File: src/source/decoder_geometry_pkg.sv
`default_nettype none

package decoder_geometry_pkg;

    // lattice size in the two spatial directions
    localparam int code_distance_x = 3;
    localparam int code_distance_z = 3;

    // time direction follows the larger distance
    localparam int measurement_rounds =
        (code_distance_x > code_distance_z) ? code_distance_x : code_distance_z;

    // bits per coordinate, shared by round, z and x
    localparam int coord_width = $clog2(measurement_rounds);

    localparam int pu_count = code_distance_x * code_distance_z * measurement_rounds;
    localparam int pu_index_width = $clog2(pu_count);

    // one address word per PU
    typedef struct packed {
        logic [coord_width-1:0] round;
        logic [coord_width-1:0] z;
        logic [coord_width-1:0] x;
    } pu_address_t;

    // PU number, x fastest, then z, then round
    typedef logic [pu_index_width-1:0] pu_index_t;

    // cluster state of all PUs at the start of a round
    typedef struct packed {
        logic [pu_count-1:0]          is_touching_boundaries;
        logic [pu_count-1:0]          is_odd_cardinalities;
        pu_address_t [pu_count-1:0]   roots;
    } cluster_snapshot_t;

endpackage

`default_nettype wire

File: src/source/stage_ctrl_pkg.sv
`default_nettype none

package stage_ctrl_pkg;

    // decoding stages of one round
    typedef enum logic [2:0] {
        stage_idle,
        stage_loading,
        stage_spread,
        stage_sync,
        stage_grow,
        stage_result
    } stage_t;

    // phase code seen by the PU array
    typedef enum logic [1:0] {
        phase_none   = 2'd0,
        phase_spread = 2'd1,
        phase_grow   = 2'd2,
        phase_sync   = 2'd3
    } phase_code_t;

    // counter widths
    localparam int iteration_width = 8;
    localparam int cycle_width     = 32;

    typedef logic [iteration_width-1:0] iteration_count_t;
    typedef logic [cycle_width-1:0]     cycle_count_t;

    // status from the message network
    typedef struct packed {
        logic message_flying;
        logic odd_clusters;
    } downstream_status_t;

    // one result word per round
    typedef struct packed {
        logic             final_cardinality;
        logic             deadlock;
        iteration_count_t iteration_count;
        cycle_count_t     cycle_count;
    } decode_result_t;

endpackage

`default_nettype wire

File: src/source/boundary_parity_scan.sv
`default_nettype none

module boundary_parity_scan (
    input  logic                                    clk,
    input  logic                                    reset,
    input  logic                                    go,
    input  decoder_geometry_pkg::cluster_snapshot_t captured,
    output logic                                    done,
    output logic                                    final_cardinality
);
    import decoder_geometry_pkg::*;

    logic        busy;
    pu_index_t   index;
    // own address of the PU at index, walked in step
    pu_address_t addr;
    logic        hit;

    // root that is odd and touches a boundary
    assign hit = (captured.roots[index] == addr)
              && captured.is_odd_cardinalities[index]
              && captured.is_touching_boundaries[index];

    always_ff @(posedge clk) begin
        if (reset) begin
            busy <= 1'b0;
            done <= 1'b0;
        end else begin
            done <= 1'b0;
            if (go) begin
                busy <= 1'b1;
            end else if (busy && index == pu_count - 1) begin
                // last PU folded in this cycle
                busy <= 1'b0;
                done <= 1'b1;
            end
        end
    end

    // walk x fastest, then z, then round
    always_ff @(posedge clk) begin
        if (go) begin
            index             <= '0;
            addr              <= '0;
            final_cardinality <= 1'b0;
        end else if (busy) begin
            index             <= index + 1'b1;
            final_cardinality <= final_cardinality ^ hit;
            if (addr.x == code_distance_x - 1) begin
                addr.x <= '0;
                if (addr.z == code_distance_z - 1) begin
                    addr.z     <= '0;
                    addr.round <= addr.round + 1'b1;
                end else begin
                    addr.z <= addr.z + 1'b1;
                end
            end else begin
                addr.x <= addr.x + 1'b1;
            end
        end
    end

    // sequencer waits for done before another scan
    a_go_while_idle: assert property (@(posedge clk) disable iff (reset)
        go |-> !busy)
        else $error("scan go arrived during a running scan");

endmodule

`default_nettype wire

File: src/source/decoder_stage_controller.sv
`default_nettype none

module decoder_stage_controller #(
    parameter int boundary_grow_delay    = 12,
    parameter int spread_cluster_delay   = 12,
    parameter int sync_odd_cluster_delay = 12,
    parameter int message_flying_delay   = 4,
    parameter int deadlock_threshold     = decoder_geometry_pkg::pu_count * 10
) (
    input  logic                                    clk,
    input  logic                                    reset,
    input  logic                                    round_req,
    output logic                                    round_ack,
    input  decoder_geometry_pkg::cluster_snapshot_t snapshot,
    input  stage_ctrl_pkg::downstream_status_t      downstream,
    output stage_ctrl_pkg::phase_code_t             phase,
    output logic                                    result_req,
    input  logic                                    result_ack,
    output stage_ctrl_pkg::decode_result_t          result
);
    import decoder_geometry_pkg::*;
    import stage_ctrl_pkg::*;

    cluster_snapshot_t captured;
    decode_result_t    result_data;
    logic              ready;
    logic              round_start;
    logic              flying;
    logic              odd_clusters;
    logic              scan_go;
    logic              scan_done;
    logic              final_cardinality;
    logic              result_load;
    logic              sender_busy;

    // round handshake, snapshot and network status
    round_intake #(
        .message_flying_delay(message_flying_delay)
    ) i_intake (
        .clk          (clk),
        .reset        (reset),
        .round_req    (round_req),
        .snapshot     (snapshot),
        .downstream   (downstream),
        .ready        (ready),
        .round_ack    (round_ack),
        .round_start  (round_start),
        .captured     (captured),
        .flying       (flying),
        .odd_clusters (odd_clusters)
    );

    // stage FSM and counters
    stage_sequencer #(
        .spread_cluster_delay   (spread_cluster_delay),
        .sync_odd_cluster_delay (sync_odd_cluster_delay),
        .boundary_grow_delay    (boundary_grow_delay),
        .deadlock_threshold     (deadlock_threshold)
    ) i_sequencer (
        .clk               (clk),
        .reset             (reset),
        .round_start       (round_start),
        .flying            (flying),
        .odd_clusters      (odd_clusters),
        .scan_done         (scan_done),
        .final_cardinality (final_cardinality),
        .sender_busy       (sender_busy),
        .ready             (ready),
        .phase             (phase),
        .scan_go           (scan_go),
        .result_load       (result_load),
        .result_data       (result_data)
    );

    // serial boundary cardinality over the captured snapshot
    boundary_parity_scan i_scan (
        .clk               (clk),
        .reset             (reset),
        .go                (scan_go),
        .captured          (captured),
        .done              (scan_done),
        .final_cardinality (final_cardinality)
    );

    // result handshake
    result_sender i_sender (
        .clk        (clk),
        .reset      (reset),
        .load       (result_load),
        .data       (result_data),
        .result_ack (result_ack),
        .busy       (sender_busy),
        .result_req (result_req),
        .result     (result)
    );

endmodule

`default_nettype wire

File: src/source/result_sender.sv
`default_nettype none

module result_sender (
    input  logic                           clk,
    input  logic                           reset,
    input  logic                           load,
    input  stage_ctrl_pkg::decode_result_t data,
    input  logic                           result_ack,
    output logic                           busy,
    output logic                           result_req,
    output stage_ctrl_pkg::decode_result_t result
);

    // sending half of the four-phase result handshake
    always_ff @(posedge clk) begin
        if (reset) begin
            busy       <= 1'b0;
            result_req <= 1'b0;
        end else begin
            if (load) begin
                busy       <= 1'b1;
                result_req <= 1'b1;
            end else if (result_req && result_ack) begin
                // receiver took the word
                result_req <= 1'b0;
            end else if (busy && !result_req && !result_ack) begin
                // ack back low, free for the next round
                busy <= 1'b0;
            end
        end
    end

    // held from load until the next load
    always_ff @(posedge clk) begin
        if (load) begin
            result <= data;
        end
    end

    // word may not move under a raised req
    a_result_stable: assert property (@(posedge clk) disable iff (reset)
        result_req && $past(result_req) |-> $stable(result))
        else $error("result changed while result_req was high");

endmodule

`default_nettype wire

File: src/source/round_intake.sv
`default_nettype none

module round_intake #(
    parameter int message_flying_delay = 4
) (
    input  logic                                    clk,
    input  logic                                    reset,
    input  logic                                    round_req,
    input  decoder_geometry_pkg::cluster_snapshot_t snapshot,
    input  stage_ctrl_pkg::downstream_status_t      downstream,
    input  logic                                    ready,
    output logic                                    round_ack,
    output logic                                    round_start,
    output decoder_geometry_pkg::cluster_snapshot_t captured,
    output logic                                    flying,
    output logic                                    odd_clusters
);

    // one bit per cycle of network travel time
    logic [message_flying_delay-1:0] flying_hold;
    logic                            accept;

    // fresh request, not yet acked, sequencer free
    assign accept = round_req && !round_ack && ready;

    // receiving half of the four-phase round handshake
    always_ff @(posedge clk) begin
        if (reset) begin
            round_ack   <= 1'b0;
            round_start <= 1'b0;
        end else begin
            // single-cycle start toward the sequencer
            round_start <= accept;
            if (accept) begin
                round_ack <= 1'b1;
            end else if (!round_req) begin
                // requester dropped req, close the handshake
                round_ack <= 1'b0;
            end
        end
    end

    // snapshot is stable while req is high
    always_ff @(posedge clk) begin
        if (accept) begin
            captured <= snapshot;
        end
    end

    // downstream status, registered
    always_ff @(posedge clk) begin
        if (reset) begin
            flying_hold  <= '0;
            odd_clusters <= 1'b0;
        end else begin
            // shift in the raw flag
            // the OR below keeps it up for the whole window
            flying_hold  <= (flying_hold << 1)
                          | message_flying_delay'(downstream.message_flying);
            odd_clusters <= downstream.odd_clusters;
        end
    end

    // high until the last message has surely landed
    assign flying = |flying_hold;

    // ack only answers a request that was seen high
    a_ack_follows_req: assert property (@(posedge clk) disable iff (reset)
        $rose(round_ack) |-> $past(round_req))
        else $error("round_ack rose without a pending round_req");

endmodule

`default_nettype wire

File: src/source/stage_sequencer.sv
`default_nettype none

module stage_sequencer #(
    parameter int spread_cluster_delay   = 12,
    parameter int sync_odd_cluster_delay = 12,
    parameter int boundary_grow_delay    = 12,
    parameter int deadlock_threshold     = decoder_geometry_pkg::pu_count * 10
) (
    input  logic                           clk,
    input  logic                           reset,
    input  logic                           round_start,
    input  logic                           flying,
    input  logic                           odd_clusters,
    input  logic                           scan_done,
    input  logic                           final_cardinality,
    input  logic                           sender_busy,
    output logic                           ready,
    output stage_ctrl_pkg::phase_code_t    phase,
    output logic                           scan_go,
    output logic                           result_load,
    output stage_ctrl_pkg::decode_result_t result_data
);
    import stage_ctrl_pkg::*;

    localparam int spread_sync_max =
        (spread_cluster_delay > sync_odd_cluster_delay) ?
        spread_cluster_delay : sync_odd_cluster_delay;
    localparam int max_delay =
        (spread_sync_max > boundary_grow_delay) ? spread_sync_max : boundary_grow_delay;
    localparam int delay_width = $clog2(max_delay + 1);
    // room for threshold plus the cycle that trips it
    localparam int stall_width = $clog2(deadlock_threshold + 3);

    stage_t                 stage;
    logic [delay_width-1:0] delay_count;
    logic [stall_width-1:0] stall_count;
    logic                   delay_done;
    logic                   stalled;
    logic                   odd_advance;
    logic                   deadlock;
    iteration_count_t       iteration_count;
    cycle_count_t           cycle_count;

    // minimum stay of the current stage reached
    always_comb begin
        case (stage)
            stage_spread: delay_done = delay_count >= spread_cluster_delay;
            stage_sync:   delay_done = delay_count >= sync_odd_cluster_delay;
            stage_grow:   delay_done = delay_count >= boundary_grow_delay;
            default:      delay_done = 1'b0;
        endcase
    end

    // network never settles
    assign stalled = flying && (stall_count > deadlock_threshold);
    // sync settled with odd clusters left, one more iteration
    assign odd_advance = (stage == stage_sync) && delay_done && !flying && odd_clusters;

    // idle only once the last result has left
    assign ready = (stage == stage_idle) && !sender_busy && !result_load;

    // stage FSM
    always_ff @(posedge clk) begin
        if (reset) begin
            stage       <= stage_idle;
            delay_count <= '0;
            scan_go     <= 1'b0;
            result_load <= 1'b0;
            deadlock    <= 1'b0;
        end else begin
            scan_go     <= 1'b0;
            result_load <= 1'b0;
            case (stage)
                stage_idle: begin
                    if (round_start) begin
                        stage <= stage_loading;
                    end
                end
                stage_loading: begin
                    // single-cycle load from the captured snapshot
                    stage       <= stage_spread;
                    delay_count <= '0;
                    deadlock    <= 1'b0;
                end
                stage_spread: begin
                    if (!delay_done) begin
                        delay_count <= delay_count + 1'b1;
                    end else if (!flying) begin
                        stage       <= stage_sync;
                        delay_count <= '0;
                    end else if (stalled) begin
                        stage    <= stage_result;
                        scan_go  <= 1'b1;
                        deadlock <= 1'b1;
                    end
                end
                stage_sync: begin
                    if (!delay_done) begin
                        delay_count <= delay_count + 1'b1;
                    end else if (!flying) begin
                        // odd clusters grow again, else decoding is done
                        stage       <= odd_clusters ? stage_grow : stage_result;
                        scan_go     <= !odd_clusters;
                        delay_count <= '0;
                    end else if (stalled) begin
                        stage    <= stage_result;
                        scan_go  <= 1'b1;
                        deadlock <= 1'b1;
                    end
                end
                stage_grow: begin
                    if (!delay_done) begin
                        delay_count <= delay_count + 1'b1;
                    end else if (!flying) begin
                        stage       <= stage_spread;
                        delay_count <= '0;
                    end
                end
                stage_result: begin
                    // wait for the boundary scan
                    if (scan_done) begin
                        stage       <= stage_idle;
                        result_load <= 1'b1;
                    end
                end
                default: stage <= stage_idle;
            endcase
        end
    end

    // iteration, cycle and stall counters
    always_ff @(posedge clk) begin
        if (reset) begin
            iteration_count <= '0;
            cycle_count     <= '0;
            stall_count     <= '0;
        end else begin
            if (stage == stage_loading) begin
                iteration_count <= '0;
            end else if (odd_advance) begin
                iteration_count <= iteration_count + 1'b1;
            end
            // loading is the first counted cycle
            if (stage == stage_loading) begin
                cycle_count <= 1;
            end else if (stage == stage_spread || stage == stage_sync ||
                         stage == stage_grow) begin
                cycle_count <= cycle_count + 1'b1;
            end
            // grow restarts the stall window
            if (stage == stage_spread || stage == stage_sync) begin
                stall_count <= stall_count + 1'b1;
            end else if (stage != stage_result) begin
                stall_count <= '0;
            end
        end
    end

    // result word, latched with the scan outcome
    always_ff @(posedge clk) begin
        if (stage == stage_result && scan_done) begin
            result_data.final_cardinality <= final_cardinality;
            result_data.deadlock          <= deadlock;
            result_data.iteration_count   <= iteration_count;
            result_data.cycle_count       <= cycle_count;
        end
    end

    // outward phase code
    always_comb begin
        case (stage)
            stage_spread: phase = phase_spread;
            stage_grow:   phase = phase_grow;
            stage_sync:   phase = phase_sync;
            default:      phase = phase_none;
        endcase
    end

    // scan launch only on entry to the result stage
    a_scan_go_in_result: assert property (@(posedge clk) disable iff (reset)
        scan_go |-> stage == stage_result)
        else $error("scan_go raised outside the result stage");

endmodule

`default_nettype wire

File: config.mk
export PLATFORM = sky130hd
export DESIGN_NAME = decoder_stage_controller
export DESIGN_NICKNAME = d
export VERILOG_FILES = /design/src/source/decoder_geometry_pkg.sv /design/src/source/stage_ctrl_pkg.sv /design/src/source/boundary_parity_scan.sv /design/src/source/decoder_stage_controller.sv /design/src/source/result_sender.sv /design/src/source/round_intake.sv /design/src/source/stage_sequencer.sv
export SDC_FILE = /design/constraint.sdc
export NUM_CORES = 1
export LEC_CHECK = 0
export BUFFER_PORTS_ARGS = -buffer_cell sky130_fd_sc_hd__buf_2
export CORE_ASPECT_RATIO = 0.8
export CORE_UTILIZATION = 27
export DETAILED_ROUTE_END_ITERATION = 12
export HOLD_SLACK_MARGIN = 0.06
export SLEW_MARGIN = 20
export SYNTH_ARGS = -nofsm -noshare
export SYNTH_HDL_FRONTEND = slang
export SYNTH_SLANG_ARGS = --single-unit
File: constraint.sdc
create_clock -name clk -period 7.1 [get_ports clk]
set_clock_uncertainty 0.2 [all_clocks]
set_input_delay 1.065 -clock clk [delete_from_list [all_inputs] [get_ports clk]]
set_output_delay 1.065 -clock clk [all_outputs]
set_load 0.005 [all_outputs]
==> results.tsv <==
metric	value	unit
R2R depth	8	
placed inst area	16500	um2
Yosys Warn Count	0	
max-slew violation count	0	
grt ovf	0	
Pwr Density	343	nW/um2
synthesized instance count	925	
cell count after placement	1852	
Overall Power	6.16	mW
Place WS	3.34	ns
NumNets Final	1433	
Final setup viols	0	
cts hold-fix bufs	0	
Required @ worst endpoint	7.33	ns
Pre-antenna DRT Iters	9	
worst r2r src	i_scan.index[1]$_SDFFE_PP0P_	
die area	54500	um2
sequential group share of total power	50.5	%
Post-DP HPWL	23700	um
slew at the pin with the worst max-slew slack	1.02	ns
min Tclk post-route	3.73	ns
top cell type by total area after synthesis	edfxtp_1	
RSZ-0062 raised after global routing	no	
fmax	0.268	GHz
Worst Setup Start Kind	flip-flop	
worst hold path class	reg2reg	
H-Tree Depth	2	
crit path launch	i_scan.index[1]$_SDFFE_PP0P_	
routed len/inst	17.5	um
CTS tree	done	
Gates resized, CTS repair	0	
status	finished with violations	
EDFF count, synth	300	
vias in the first global route	8726	
Num CTS Buffers	42	
Die X-Extent	261	um
drt drc	16	
FF-to-FF setup slack	3.37	ns
cell-internal power	4.57	mW
Hold Path Stages	0	
port buffer count	267	
First DRT Iteration DRCs	632	
Crit. End Element	flip-flop	
share of layout cells above drive strength 1	31.3	%
Synth Area per Inst	15.6	um2
Seq/Total Area, Yosys	73.6	%
I/O pin total	268	
Sink Count	382	
Comb pwr share	14.0	%
Period Utilization, post-route	52.6	%
total wire length	33800	um
Mapped Area	14500	um2
CTS Buffer Depth	3	
# Max-Cap Violations	0	
clock share of power	35.5	%
NetSw	1.59	mW
first-pass GRT wire length	51400	um
post-synth top area share	62.3	%
Max-Slew Margin vs Limit	32.3	%
worst hold margin	0.206	ns
Hold Vio Cnt, Final	0	
top cells by area, synth	edfxtp_1 62%, dfxtp_1 11%, mux4_2 4.0%, nor2_1 2.3%, xor2_1 1.5%	
Sw Share	25.8	%
Synth Flop Type	edfxtp_1	
core area	52600	um2
pin count of the biggest net entering global routing	132	
Routed Antenna Nets	0	
Yosys cell types	60	
finished layout cell area	18000	um2
failing checks	DRC	
P&R area growth vs syn	24.1	%
Global Route Usage Sum	12.4	%
Crit path arrival time	3.96	ns
Core Util, Final	34.1	%
Final TNS setup	0	ns
Async SR Flop Fraction	0	%
CP Capture Point	i_scan.final_cardinality$_SDFFE_PP0P_	
fin cells	1930	
Root Driver	clkbuf_16	
insertion delay to the later sink of the worst-skew pair	0.56	ns
syn nets	1154	
Routability Congestion	0.774	
Initial Utilization	27.5	%
initial antenna violation count	2	
vias per cell	4.52	
vias post-DR	8722	
critical path type	reg2reg	
postcts setup bufs	0	
worst flop-to-flop path endpoint	i_scan.final_cardinality$_SDFFE_PP0P_	
crit-path max FO	44	
Rows	75	
Die Span Y	209	um
worst vdd ir	0.194	mV
PnR worst setup slack	3.37	ns
#FFs+latches synth	382	
LEAKAGE	6.38	nW
clk slew on worst S/H paths	0.06	ns
[cells in the mapped netlist, types with 3 or more instances]
cell type / number
buf_6: 3
buf_2: 7
ha_1: 7
nand4_1: 13
nor2b_1: 15
a221o_1: 4
nand2_1: 52
buf_1: 5
dfxtp_1: 82
and4_1: 5
xor2_1: 24
a211oi_1: 4
mux2i_1: 20
mux4_2: 26
a21oi_1: 30
edfxtp_1: 300
a22oi_1: 6
o21ai_0: 17
inv_1: 14
and3_1: 10
nor2_1: 88
nand2b_1: 4
mux4_1: 4
xnor2_1: 20
mux2_2: 8
and2_1: 5
a32oi_1: 3
a311oi_1: 7
or3_1: 5
clkbuf_1: 20
or2_2: 3
nor3_1: 7
o211ai_1: 13
nor4_1: 3
o2111ai_1: 3
a221oi_1: 4
buf_4: 4
nand3_1: 32
a31oi_1: 8
nand3b_1: 11
[layout by cell type, fill, tap and decap left out, drive strengths merged, types with 4 or more instances in the layout]
cell type | synthesis | layout
a211oi | 4 | 4
a21oi | 30 | 30
a221o | 4 | 4
a221oi | 5 | 5
a22oi | 6 | 6
a311oi | 7 | 7
a31oi | 8 | 8
and2 | 5 | 5
and3 | 10 | 10
and4 | 5 | 5
buf | 19 | 274
bufinv | 0 | 5
clkbuf | 20 | 50
clkinv | 0 | 15
clkinvlp | 0 | 4
dfxtp | 82 | 82
edfxtp | 300 | 300
ha | 7 | 7
inv | 16 | 17
mux2 | 8 | 8
mux2i | 20 | 20
mux4 | 30 | 30
nand2 | 52 | 52
nand2b | 4 | 4
nand3 | 32 | 32
nand3b | 11 | 11
nand4 | 13 | 13
nor2 | 88 | 88
nor2b | 15 | 15
nor3 | 7 | 7
nor4 | 4 | 4
o211ai | 13 | 13
o21ai | 17 | 17
or3 | 5 | 5
xnor2 | 20 | 20
xor2 | 24 | 24
[layout make-up]
class                           count  area [um2]
Clock buffer                       50        1100
Clock inverter                     25         288
Tap cell                          693         867
Timing Repair Buffer              274        1400
Multi-Input combinational cell    488        3560
Inverter                           16        67.6
Antenna cell                        2        5.00
Sequential cell                   382       10700
Fill cell                        5036       34700
[flip-flops by register name (all words and copies together) (netlist names), 5 cells and up]
| register | count |
|---|---|
| i_intake.captured | 216 |
| i_sequencer.result_data | 42 |
| i_sender.result | 42 |
| i_sequencer.iteration_count | 8 |
| i_sequencer.cycle_count | 32 |
| i_scan.addr | 6 |
| i_sequencer.stall_count | 9 |
| i_scan.index | 5 |
[worst max-delay path, stage by stage, from the launching register on]
cell	delay (ns)
dfxtp_4	0.68
buf_4	0.57
mux4_1	0.63
mux2_2	0.29
a221oi_2	0.31
nor3_1	0.08
a221o_1	0.29
nor4_2	0.17
mux2_2	0.36
[cell families (layout without fill, tap and decap cells)]
group           after synthesis  count (layout)  share of synthesized area, %
simple gates                261             261                          8.85
xor+xnor                     44              44                          2.66
compound gates              118             118                          5.73
fa+ha+maj                     7               7                         0.605
buf+inv                      55             365                          1.75
flops                       382             382                          73.6
other cells                   0               2                             0
mux                          58              58                          6.78
[how the worst min path moves through the flow]
| stage | from | end | slack [ns] |
|---|---|---|---|
| final | i_sequencer.result_data[9]$_DFFE_PP_ | i_sender.result[9]$_DFFE_PP_ | 0.21 |
| after global placement | i_sequencer.result_data[0]$_DFFE_PP_ | i_sender.result[0]$_DFFE_PP_ | 0.20 |
| after CTS | i_sequencer.result_data[9]$_DFFE_PP_ | i_sender.result[9]$_DFFE_PP_ | 0.21 |
| after global routing | i_sequencer.result_data[10]$_DFFE_PP_ | i_sender.result[10]$_DFFE_PP_ | 0.22 |
| after detailed placement | i_sequencer.result_data[34]$_DFFE_PP_ | i_sender.result[34]$_DFFE_PP_ | 0.20 |
| after floorplan | i_sequencer.result_data[0]$_DFFE_PP_ | i_sender.result[0]$_DFFE_PP_ | 0.20 |
[power by group through the flow]
| stage | Sequential, mW | Combinational, mW | Clock [mW] |
|---|---|---|---|
| 2_1_floorplan | 3.15 | 0.623 | 0 |
| 3_3_place_gp | 3.16 | 0.864 | 0 |
| 3_5_place_dp | 3.16 | 0.880 | 0 |
| 4_1_cts | 3.12 | 0.882 | 2.25 |
| 5_1_grt | 3.15 | 0.949 | 2.34 |
| 6_report | 3.11 | 0.862 | 2.18 |
[metal layers]
metal	share of wire (%)	global-route usage [%]	up-vias
met5	0	0	-
li1	-	-	4112
met4	2.1	3.83	0
met3	6.9	2.58	52
met2	45	18.6	310
met1	46	17.9	4248
No activity file was read; power rests on OpenSTA's default activity.
